`src/datapath_macros.svh`:
```
// Width, size and encoding constants for the scalar datapath, included wherever they are needed
`ifndef DATAPATH_MACROS_SVH
`define DATAPATH_MACROS_SVH

// Data and byte address width
`define DP_WORD_W 32

// Architectural register file size
`define DP_NREGS 32

// Register index width, log2 of DP_NREGS
`define DP_REG_AW 5

// Word size in bytes, one pc step
`define DP_WORD_BYTES 4

// Reserved all-ones encoding that stops the machine
`define DP_HALT_INSTR 32'hFFFF_FFFF

`endif

```
`src/datapath_pkg.sv`:
```
// Shared types of the scalar datapath, imported by every stage and the top level
`include "datapath_macros.svh"

package datapath_pkg;

    typedef logic [`DP_WORD_W-1:0] word_t;
    typedef logic [`DP_WORD_W-1:0] addr_t;
    typedef logic [`DP_WORD_W-1:0] instr_t;
    typedef logic [`DP_REG_AW-1:0] regidx_t;

    // RV32I major opcodes that the decoder accepts
    typedef enum logic [6:0] {
        OP_R      = 7'b0110011,
        OP_I      = 7'b0010011,
        OP_LOAD   = 7'b0000011,
        OP_STORE  = 7'b0100011,
        OP_BRANCH = 7'b1100011
    } opcode_t;

    typedef enum logic [2:0] {
        ALU_ADD, ALU_SUB, ALU_AND, ALU_OR,
        ALU_XOR, ALU_SLT, ALU_SLL, ALU_SRL
    } alu_op_t;

    typedef enum logic [1:0] {BR_NONE, BR_EQ, BR_NE} branch_op_t;

    typedef enum logic [1:0] {MEM_NONE, MEM_LOAD, MEM_STORE} mem_type_t;

    // Decoded control carried from dispatch into execute
    typedef struct packed {
        alu_op_t    alu_op;
        branch_op_t branch_op;
        mem_type_t  mem_type;
        word_t      imm;
        logic       use_imm;
        regidx_t    rd;
        logic       reg_write;
        logic       halt;
        logic       valid;
    } ctrl_t;

    // Fetch to dispatch latch
    typedef struct packed {
        instr_t instr;
        addr_t  pc;
        logic   valid;
    } fd_t;

    // Issue to execute latch
    typedef struct packed {
        ctrl_t ctrl;
        word_t rdat1;
        word_t rdat2;
        addr_t pc;
    } ie_t;

    // Execute to writeback latch
    typedef struct packed {
        word_t   alu_result;
        word_t   load_data;
        regidx_t rd;
        logic    reg_write;
        logic    load;
        logic    halt;
        logic    valid;
    } ew_t;

endpackage

```
`src/dispatch.sv`:
```
// Dispatch stage, decodes the instruction and holds it back on scoreboard hazards
`include "datapath_macros.svh"

module dispatch import datapath_pkg::*; (
    input  logic    CLK,
    input  logic    nrst,
    input  instr_t  instr,
    input  logic    valid,
    input  logic    flush,
    input  logic    wb_en,
    input  regidx_t wb_rd,
    output regidx_t rsel1,
    output regidx_t rsel2,
    output ctrl_t   ctrl,
    output logic    freeze
);
    ctrl_t                dec;
    logic                 use_rs1;
    logic                 use_rs2;
    regidx_t              rd;
    logic [`DP_NREGS-1:0] busy;
    logic [`DP_NREGS-1:0] busy_eff;
    logic [`DP_NREGS-1:0] set_mask;
    logic [`DP_NREGS-1:0] clr_mask;

    // Shared funct3 mapping of R-type and immediate ALU ops
    function automatic alu_op_t alu_from_funct(input logic [2:0] f3, input logic alt);
        case (f3)
            3'b000:  return alt ? ALU_SUB : ALU_ADD;
            3'b001:  return ALU_SLL;
            3'b010:  return ALU_SLT;
            3'b100:  return ALU_XOR;
            3'b101:  return ALU_SRL;
            3'b110:  return ALU_OR;
            default: return ALU_AND;
        endcase
    endfunction

    assign rsel1 = instr[19:15];
    assign rsel2 = instr[24:20];
    assign rd    = instr[11:7];

    always_comb begin
        dec     = '0;
        use_rs1 = 1'b0;
        use_rs2 = 1'b0;
        dec.rd  = rd;
        if (instr == `DP_HALT_INSTR) begin
            dec.halt = 1'b1;
        end else begin
            case (instr[6:0])
                OP_R: begin
                    use_rs1       = 1'b1;
                    use_rs2       = 1'b1;
                    dec.alu_op    = alu_from_funct(instr[14:12], instr[30]);
                    dec.reg_write = 1'b1;
                end
                OP_I: begin
                    use_rs1       = 1'b1;
                    dec.alu_op    = alu_from_funct(instr[14:12], 1'b0);
                    dec.imm       = {{20{instr[31]}}, instr[31:20]};
                    dec.use_imm   = 1'b1;
                    dec.reg_write = 1'b1;
                end
                OP_LOAD: begin
                    use_rs1       = 1'b1;
                    dec.imm       = {{20{instr[31]}}, instr[31:20]};
                    dec.use_imm   = 1'b1;
                    dec.mem_type  = MEM_LOAD;
                    dec.reg_write = 1'b1;
                end
                OP_STORE: begin
                    use_rs1      = 1'b1;
                    use_rs2      = 1'b1;
                    dec.imm      = {{20{instr[31]}}, instr[31:25], instr[11:7]};
                    dec.use_imm  = 1'b1;
                    dec.mem_type = MEM_STORE;
                end
                OP_BRANCH: begin
                    use_rs1    = 1'b1;
                    use_rs2    = 1'b1;
                    dec.alu_op = ALU_SUB;
                    dec.imm    = {{19{instr[31]}}, instr[31], instr[7],
                                  instr[30:25], instr[11:8], 1'b0};
                    if (instr[14:12] == 3'b000) begin
                        dec.branch_op = BR_EQ;
                    end else if (instr[14:12] == 3'b001) begin
                        dec.branch_op = BR_NE;
                    end
                end
                default: ;
            endcase
        end
        // x0 never becomes busy
        if (rd == '0) begin
            dec.reg_write = 1'b0;
        end
    end

    // A register cleared by writeback this cycle counts as free
    always_comb begin
        clr_mask = '0;
        if (wb_en) begin
            clr_mask[wb_rd] = 1'b1;
        end
    end

    assign busy_eff = busy & ~clr_mask;
    assign freeze   = valid && ((use_rs1 && busy_eff[rsel1]) ||
                                (use_rs2 && busy_eff[rsel2]) ||
                                (dec.reg_write && busy_eff[rd]));

    always_comb begin
        ctrl       = dec;
        ctrl.valid = valid && !freeze && !flush;
        set_mask   = '0;
        if (ctrl.valid && dec.reg_write) begin
            set_mask[rd] = 1'b1;
        end
    end

    // Set after clear, so a same-cycle release and claim leaves the bit busy
    always_ff @(posedge CLK, negedge nrst) begin
        if (!nrst) begin
            busy <= '0;
        end else begin
            busy <= (busy & ~clr_mask) | set_mask;
        end
    end

endmodule

```
`src/execute.sv`:
```
// Execute stage with the scalar ALU, branch resolution and the load/store unit
module execute import datapath_pkg::*; (
    input  logic  CLK,
    input  logic  nrst,
    input  ie_t   ie,
    input  word_t dmem_load,
    input  logic  dhit,
    output ew_t   ew,
    output logic  flush,
    output addr_t target,
    output logic  mem_wait,
    output logic  dmem_ren,
    output logic  dmem_wen,
    output addr_t dmem_addr,
    output word_t dmem_store
);
    word_t alu_a;
    word_t alu_b;
    word_t alu_out;
    logic  taken;
    logic  mem_op;
    logic  done;

    assign alu_a = ie.rdat1;
    assign alu_b = ie.ctrl.use_imm ? ie.ctrl.imm : ie.rdat2;

    always_comb begin
        case (ie.ctrl.alu_op)
            ALU_ADD: alu_out = alu_a + alu_b;
            ALU_SUB: alu_out = alu_a - alu_b;
            ALU_AND: alu_out = alu_a & alu_b;
            ALU_OR:  alu_out = alu_a | alu_b;
            ALU_XOR: alu_out = alu_a ^ alu_b;
            ALU_SLT: alu_out = word_t'($signed(alu_a) < $signed(alu_b));
            ALU_SLL: alu_out = alu_a << alu_b[4:0];
            default: alu_out = alu_a >> alu_b[4:0];
        endcase
    end

    // Not-taken prediction, so any taken branch redirects
    always_comb begin
        case (ie.ctrl.branch_op)
            BR_EQ:   taken = ie.rdat1 == ie.rdat2;
            BR_NE:   taken = ie.rdat1 != ie.rdat2;
            default: taken = 1'b0;
        endcase
    end

    assign flush  = ie.ctrl.valid && taken;
    assign target = ie.pc + ie.ctrl.imm;

    // Access stays requested until dhit, then done masks the following cycle
    assign mem_op     = ie.ctrl.valid && ie.ctrl.mem_type != MEM_NONE;
    assign mem_wait   = mem_op && !dhit;
    assign dmem_ren   = mem_op && !done && ie.ctrl.mem_type == MEM_LOAD;
    assign dmem_wen   = mem_op && !done && ie.ctrl.mem_type == MEM_STORE;
    assign dmem_addr  = ie.rdat1 + ie.ctrl.imm;
    assign dmem_store = ie.rdat2;

    always_ff @(posedge CLK, negedge nrst) begin
        if (!nrst) begin
            done <= 1'b0;
        end else begin
            done <= mem_op && dhit;
        end
    end

    assign ew.alu_result = alu_out;
    assign ew.load_data  = dmem_load;
    assign ew.rd         = ie.ctrl.rd;
    assign ew.reg_write  = ie.ctrl.valid && ie.ctrl.reg_write;
    assign ew.load       = ie.ctrl.mem_type == MEM_LOAD;
    assign ew.halt       = ie.ctrl.valid && ie.ctrl.halt;
    assign ew.valid      = ie.ctrl.valid;

endmodule

```
`src/fetch.sv`:
```
// Fetch stage, owns the program counter and stops the instruction stream after a halt
`include "datapath_macros.svh"

module fetch import datapath_pkg::*; (
    input  logic   CLK,
    input  logic   nrst,
    input  logic   ihit,
    input  instr_t imem_load,
    input  logic   freeze,
    input  logic   flush,
    input  addr_t  target,
    output addr_t  pc,
    output instr_t instr,
    output logic   fetched_halt
);
    addr_t pc_r;
    logic  stopped;
    logic  accept;

    // An instruction is taken when memory answers and nothing holds the front end
    assign accept = ihit && !freeze && !stopped;

    always_ff @(posedge CLK, negedge nrst) begin
        if (!nrst) begin
            pc_r    <= '0;
            stopped <= 1'b0;
        end else if (flush) begin
            // Redirect wins, and a halt seen on the wrong path is forgotten
            pc_r    <= target;
            stopped <= 1'b0;
        end else if (accept) begin
            if (imem_load == `DP_HALT_INSTR) begin
                stopped <= 1'b1;
            end else begin
                pc_r <= pc_r + addr_t'(`DP_WORD_BYTES);
            end
        end
    end

    assign pc           = pc_r;
    assign instr        = imem_load;
    assign fetched_halt = stopped;

endmodule

```
`src/regfile.sv`:
```
// Scalar register file, two combinational read ports and one clocked write port
`include "datapath_macros.svh"

module regfile import datapath_pkg::*; (
    input  logic    CLK,
    input  logic    nrst,
    input  logic    wen,
    input  regidx_t wsel,
    input  word_t   wdat,
    input  regidx_t rsel1,
    input  regidx_t rsel2,
    output word_t   rdat1,
    output word_t   rdat2
);
    word_t regs [`DP_NREGS];

    always_ff @(posedge CLK, negedge nrst) begin
        if (!nrst) begin
            for (int i = 0; i < `DP_NREGS; i++) begin
                regs[i] <= '0;
            end
        end else if (wen && wsel != '0) begin
            regs[wsel] <= wdat;
        end
    end

    // Write-through so a register released by writeback can be read in the same cycle
    assign rdat1 = (wen && wsel != '0 && wsel == rsel1) ? wdat : regs[rsel1];
    assign rdat2 = (wen && wsel != '0 && wsel == rsel2) ? wdat : regs[rsel2];

endmodule

```
`src/sc_datapath.sv`:
```
// Top of the four-stage scalar datapath, wires the stages through the pipeline latches
module sc_datapath import datapath_pkg::*; (
    input  logic   CLK,
    input  logic   nrst,
    output addr_t  imem_addr,
    input  instr_t imem_load,
    input  logic   ihit,
    output logic   dmem_ren,
    output logic   dmem_wen,
    output addr_t  dmem_addr,
    output word_t  dmem_store,
    input  word_t  dmem_load,
    input  logic   dhit,
    output logic   halt
);
    fd_t     fd_fetch;
    fd_t     fd_dispatch;
    ie_t     ie_issue;
    ie_t     ie_execute;
    ew_t     ew_execute;
    ew_t     ew_writeback;
    addr_t   pc;
    instr_t  instr;
    logic    fetched_halt;
    logic    freeze;
    logic    flush;
    addr_t   target;
    logic    mem_wait;
    logic    front_hold;
    logic    disp_valid;
    ctrl_t   ctrl;
    regidx_t rsel1;
    regidx_t rsel2;
    word_t   rdat1;
    word_t   rdat2;
    logic    wb_en;
    word_t   wb_data;
    logic    halt_r;

    // A pending memory access holds every earlier stage
    assign front_hold = freeze || mem_wait;
    assign disp_valid = fd_dispatch.valid && !mem_wait;

    fetch u_fetch (
        .CLK(CLK), .nrst(nrst), .ihit(ihit), .imem_load(imem_load),
        .freeze(front_hold), .flush(flush), .target(target),
        .pc(pc), .instr(instr), .fetched_halt(fetched_halt)
    );

    dispatch u_dispatch (
        .CLK(CLK), .nrst(nrst), .instr(fd_dispatch.instr), .valid(disp_valid),
        .flush(flush), .wb_en(wb_en), .wb_rd(ew_writeback.rd),
        .rsel1(rsel1), .rsel2(rsel2), .ctrl(ctrl), .freeze(freeze)
    );

    regfile u_regfile (
        .CLK(CLK), .nrst(nrst), .wen(wb_en), .wsel(ew_writeback.rd), .wdat(wb_data),
        .rsel1(rsel1), .rsel2(rsel2), .rdat1(rdat1), .rdat2(rdat2)
    );

    execute u_execute (
        .CLK(CLK), .nrst(nrst), .ie(ie_execute), .dmem_load(dmem_load), .dhit(dhit),
        .ew(ew_execute), .flush(flush), .target(target), .mem_wait(mem_wait),
        .dmem_ren(dmem_ren), .dmem_wen(dmem_wen),
        .dmem_addr(dmem_addr), .dmem_store(dmem_store)
    );

    assign imem_addr      = pc;
    assign fd_fetch.instr = instr;
    assign fd_fetch.pc    = pc;
    // A word is valid when memory answers and fetch has not stopped on a halt
    assign fd_fetch.valid = ihit && !fetched_halt;

    assign ie_issue.ctrl  = ctrl;
    assign ie_issue.rdat1 = rdat1;
    assign ie_issue.rdat2 = rdat2;
    assign ie_issue.pc    = fd_dispatch.pc;

    // Writeback select
    assign wb_en   = ew_writeback.valid && ew_writeback.reg_write;
    assign wb_data = ew_writeback.load ? ew_writeback.load_data : ew_writeback.alu_result;

    always_ff @(posedge CLK, negedge nrst) begin
        if (!nrst) begin
            fd_dispatch  <= '0;
            ie_execute   <= '0;
            ew_writeback <= '0;
            halt_r       <= 1'b0;
        end else begin
            if (flush) begin
                fd_dispatch.valid <= 1'b0;
            end else if (!front_hold) begin
                // Once dispatched the slot empties unless a new word arrives
                fd_dispatch <= fd_fetch;
            end
            if (!mem_wait) begin
                ie_execute <= ie_issue;
            end
            ew_writeback <= mem_wait ? '0 : ew_execute;
            // Sticky until reset
            if (ew_writeback.valid && ew_writeback.halt) begin
                halt_r <= 1'b1;
            end
        end
    end

    assign halt = halt_r;

endmodule

```
`config.mk`:
```
export PLATFORM = sky130hd
export DESIGN_NAME = sc_datapath
export DESIGN_NICKNAME = d
export VERILOG_FILES = /design/src/datapath_pkg.sv /design/src/dispatch.sv /design/src/execute.sv /design/src/fetch.sv /design/src/regfile.sv /design/src/sc_datapath.sv
export VERILOG_INCLUDE_DIRS = /design/src
export SDC_FILE = /design/constraint.sdc
export NUM_CORES = 2
export LEC_CHECK = 0
export BUFFER_PORTS_ARGS = -buffer_cell sky130_fd_sc_hd__buf_2
export CORE_MARGIN = 2
export CORE_UTILIZATION = 30
export DETAILED_ROUTE_END_ITERATION = 10
export GPL_TIMING_DRIVEN = 0
export SYNTH_ARGS = -nofsm -noshare
export SYNTH_HDL_FRONTEND = slang
export SYNTH_SLANG_ARGS = --single-unit
```
`constraint.sdc`:
```
create_clock -name CLK -period 5.16 [get_ports CLK]
set_input_delay 1.032 -clock CLK [delete_from_list [all_inputs] [get_ports CLK]]
set_output_delay 1.032 -clock CLK [all_outputs]
set_load 0.02 [all_outputs]
```
# After elaboration in Yosys (flattened, before gate mapping)
# Index checks and enable logic that the tools add are counted.
# totals
ff_bits,1373
word_cells,224
# op_classes
add_sub_neg,5
order_cmp,11
eq_ne,28
n_shift,2
muxes,55
bitwise,11
reduce_logical,53
# op_table
cell,count
bitwise mux 1024 bit,1
2-to-1 mux 32 bit,14
binary-select mux 32 bit (select 5 bit),2
case mux 32 bit (7 select lines),1
demux 32 bit (select 5 bit),1
adder 32 bit,3
case mux 32 bit (3 select lines),1
2-to-1 mux 73 bit,1
AND 32 bit,2
"== test 32 bit, second input constant",2
OR 32 bit,2
2-to-1 mux 40 bit,1
case mux 3 bit (6 select lines),2
"adder 32 x 3 -> 32 bit, second input constant",1
== test 32 bit,1
less-than comparator 32 bit,1
inequality test 32 bit,1
inverter 32 bit,1
left shift 32 x 5 -> 32 bit,1
right shift 32 x 5 -> 32 bit,1
subtractor 32 bit,1
bitwise XOR 32 bit,1
logical AND 1 bit,28
"less-than comparator 5 x 6 -> 1 bit, second input constant",4
33 further kinds,91

# Longest topological paths before layout
# logic_depth
ltp_word,19
mapped_depth,19
mapped_depth_nobuf,14

# Cells and area by module
# A second synthesis with hierarchy kept.
# hier_totals
cells_unflattened,6754
hier_area_um2,82829.4
# modules_own_cells
mod,instances,cells_each,area_each_um2,seq_area_each_um2
regfile,1,3484,53382.4,25624.6
execute,1,1876,12610.8,25.0
sc_datapath,1,639,10503.8,7081.8
dispatch,1,472,3896.2,800.8
fetch,1,283,2436.1,825.8

# Worst setup path after synthesis
# OpenSTA, ideal clock, no wires.
# synth_timing
path_kind,flip-flop to flip-flop
from,reg ie_execute[104] (netlist name)
to,reg ew_writeback[67] (netlist name)
setup_time_ps,126
arrival_time_ps,4720
slack_ps,314
stages_incl_launch_ff,18
period_less_slack_ps,4846
cell_sequence,dfrtp_1 -> buf_2 -> mux2i_1 -> clkbuf_1 -> clkbuf_1 -> clkbuf_1 -> ha_1 -> clkbuf_1 -> a21oi_1 -> nor3_1 -> nor4b_1 -> nor3_1 -> o32a_1 -> a311o_1 -> a31o_1 -> a21oi_1 -> xnor2_1 -> a311o_1
# synth_between
elab_chain_cells,4
elab_cells_between_ends,10
# synth_lines
item,line,text
start: declaration,sc_datapath.sv:19,ie_t ie_execute;
start signal: assignment,sc_datapath.sv:97,ie_execute <= ie_issue;
2-to-1 mux 32 bit *,execute.sv:25,assign alu_b = ie.ctrl.use_imm ? ie.ctrl.imm : ie.rdat2;
subtractor 32 bit (tied with other cells),execute.sv:30,ALU_SUB: alu_out = alu_a - alu_b;
case mux 32 bit (7 select lines) *,execute.sv:28,case (ie.ctrl.alu_op)
2-to-1 mux 73 bit *,sc_datapath.sv:99,ew_writeback <= mem_wait ? '0 : ew_execute;
end signal: assignment,sc_datapath.sv:99,
end: declaration,sc_datapath.sv:21,ew_t ew_writeback;
# Every way passes the cells marked *; elsewhere a longest branch is shown, timed or not.
# A chain may end at the register's enable or synchronous reset.

# Worst setup path in the final report
# layout_timing
from,reg fd_dispatch[49] (netlist name)
to,reg ie_execute[64] (netlist name)
# layout_between
elab_chain_cells,5
elab_cells_between_ends,7
# layout_lines
item,line,text
start: declaration,sc_datapath.sv:17,fd_t fd_dispatch;
start signal: assignment,sc_datapath.sv:94,fd_dispatch <= fd_fetch;
inverter 5 -> 6 bit (not written as such),regfile.sv:28,assign rdat1 = (wen && wsel != '0 && wsel == rsel1) ? wdat : regs[rsel1];
binary-select mux 32 bit (select 5 bit),regfile.sv:28,
2-to-1 mux 32 bit (not written as such) (2 in a row),regfile.sv:28,
2-to-1 mux 32 bit *,regfile.sv:28,
# Every way passes the cells marked *; elsewhere a longest branch is shown, timed or not. The select of a mux whose other input is x is not followed.

==> summary.txt <==
first-pass GRT wire length: 467 mm
Die X-Extent: 516 um
CTS Root Cell: clkbuf_16
WHS Path Cells: 2
share of layout cells above drive strength 1: 0.175
register area share after synthesis: 0.431
worst min path class: in -> reg
final setup fails: 3
setup TNS: -0.0710 ns
GPL Wtd Cong: 1.01
Worst-Margin Slew: 1.51 ns
worst skew pair latency: 0.88 ns
Syn Area/Cell: 10.4 um^2
crit share post-route: 1.01
synthesis-to-finish area growth: 14.6%
# rows: 187
Vias: 66,877
CTS Buffer Depth: 3
wirelength, routed: 324 mm
Worst setup EP type: register
VDD IR max: 247 uV
total power: 25.5 mW
#FFs+latches synth: 1,354
status: finished with violations
Initial DRT Pass Iterations: 6
largest net degree at the start of global routing: 168
final setup margin: -0.0386 ns
Fmax: 0.192 GHz
CTS Buf Count: 151
Initial Util: 0.302
Initial DRC Count: 8,301
register clock-pin slew on the reported worst setup and hold paths: 0.06 ns
CP Class: reg -> reg
Post-synth EDFFs: 0
RR Endpoint: ie_execute[64]
Area after DPL: 84,200 um^2
Leak: 38.2 nW
synthesized instance count: 7,593
boundary pin count: 167
H-tree depth: 4
most area-hungry cell type in the Yosys netlist: dfrtp_1
Slew headroom: -0.00625
Worst Path Max Fanout: 10
reg-to-reg setup timing slack: -0.04 ns
Top FF cell, synth: dfrtp_1
pwr/cell area: 283 nW/um^2
CP Launch Point: fd_dispatch[49]
post-route minimum period: 5.20 ns
gr usage total: 0.240
failing checks: capacitance limit, slew limit, setup timing
port bufs: 166
detailed-route DRC error count: 0
R2R cell count: 9
max cap viols: 1
async set-reset flop share out of synthesis: 1.00
Synth Warn #: 0
initial antenna violation count: 10
CTS tree: yes
Pins Over Slew Limit: 11
grt ovf: 0
nets: 8,206
fin area: 90,100 um^2
hpwl dp: 256 mm
vias in the first global route: 66,771
CP Data Required Time: 5.84 ns
Startpoint Class: register
die height: 516 um
wire length per cell: 28.0 um
Unique masters post-synth: 98
Clock Skews: 0.0681 ns
Setup crit end: ie_execute[64]
hold_ws: 0.401 ns
worst slack, placed: -2.27 ns
RSZ-0062 raised after global routing: true
FF-to-FF Start: fd_dispatch[49]
Cell Area, Synth: 78,600 um^2
synth top area cells: dfrtp_1 43%, mux4_2 19%, a21oi_1 5.8%
final hold vios: 0
core area: 260,000 um^2
Antenna Nets Post-Route: 0
Vias per Instance: 5.78
WP data arrival: 5.88 ns
post-synth top area share: 0.431
Layout fillers: 26,144
Sink Count: 1,354
DIE AREA: 266,000 um^2
Mapped Nets: 7,846
==> synth_stat cells, drive strengths merged (13+ instances only) <==
master  instances
buf           155
a22o           15
a21oi         918
nand3          61
or3            22
nor2          910
o22ai          27
o21bai         24
o21ai         665
o31ai          14
ha            181
mux4          662
nand2         875
o21a           27
a221oi         17
nor3           61
dfrtp        1354
inv           132
xor2           32
xnor2          96
clkbuf        570
nand2b         20
nor2b          20
a211oi         28
o211ai         42
a31oi          33
and2           51
a21o           38
mux2           99
nor4           13
nand3b         14
mux2i         147
nand4          39
and3           33
==> registers in the layout, summed over array words and instances, names as in the netlist <==
name and cells:
u_regfile.regs 1024, u_execute.done 1, u_dispatch.busy 32, ew_writeback 73
ie_execute 125, fd_dispatch 65, halt 1, u_fetch.pc 32
u_fetch.fetched_halt 1
==> cell type report <==
class | count | area, um^2 | share of cell area
flip-flops and latches | 1354 | 33900 | 0.377
multi-input cells | 5377 | 41700 | 0.462
clock inverters | 51 | 812 | 0.00901
inverters | 137 | 522 | 0.00579
plain buffers | 718 | 3000 | 0.0333
diodes | 6 | 15.0 | 0.000167
repair buffers | 214 | 1480 | 0.0164
clock buffers | 220 | 4320 | 0.0479
well taps | 3496 | 4370 | 0.0485
==> worst max-delay path, cell delays in order, from the launching register on <==
cell and delay (ns):
dfrtp_1 0.50, clkbuf_1 0.59, clkbuf_1 0.92, buf_1 1.10, mux4_2 0.46, mux4_2 0.57
nand2_1 0.10, nand2_1 0.13, a21oi_1 0.52, o21ai_0 0.14
==> routing by layer <==
layer	part of all wire	wire, um	track usage
met1	0.39	127000	0.310
met2	0.45	147000	0.378
met3	0.099	32200	0.0565
met4	0.053	17200	0.114
met5	0	0	0
==> metrics by stage <==
step                 util  instances
floorplan               -       7593
CTS                 0.346      11563
detailed placement  0.324      11269
global route        0.346      11569
global placement    0.322      11255
finish              0.346      11573
==> cells by family after synthesis <==
logic type | after synthesis | synth area share
AOI/OAI and AO/OA | 1988 | 0.142
adders and majority gates | 185 | 0.0298
buffers and inverters | 862 | 0.0438
and+or+nand+nor | 2168 | 0.116
muxes | 908 | 0.223
DFF | 1354 | 0.431
xor gates and xnor gates | 128 | 0.0143
==> placed cells by master (no fill, tap or decap), types with 27 or more instances in the layout <==
master     count
mux2_2        99
buf_4         82
nor2_1       909
dfrtp_1     1326
buf_2        183
buf_1         72
xnor2_1       96
nand3_1       61
clkbuf_1     588
o21ai_1       34
a21oi_1      910
a21o_1        38
and3_1        33
o211ai_1      41
xor2_1        32
o21ai_0      627
mux2i_1      142
nand2_1      875
ha_1         173
o21a_1        27
clkbuf_16    151
clkbuf_8      28
mux4_2       662
and2_1        51
inv_1        127
nor3_1        61
a31oi_1       31
nand4_1       38
==> worst min-delay path by stage <==
stage               startpoint  slack, ns                to
2_1_floorplan  ew_writeback[1]       0.43              halt
3_3_place_gp   ew_writeback[1]       0.43              halt
3_5_place_dp   ew_writeback[1]       0.44              halt
4_1_cts           dmem_load[4]       0.35  ew_writeback[13]
5_1_grt           dmem_load[4]       0.38  ew_writeback[13]
6_report          dmem_load[4]       0.40  ew_writeback[13]
==> repair_timing <==
action,in CTS,in global routing
endpoints found under the setup margin,103,83
hold buffers,1,0
resized for setup,118,45
buffers inserted,26,7
hold endpoints to repair,41,0
pin swaps,16,15
==> where the power goes <==
part           internal, mW  leakage (nW)  switching (mW)  total, mW
clock network          6.31          2.49            4.87       11.2
logic                  1.09          17.6            2.01       3.10
registers              10.9          18.2           0.292       11.2
total                  18.3          38.2            7.17       25.5
(Power assumes the default switching activity.)
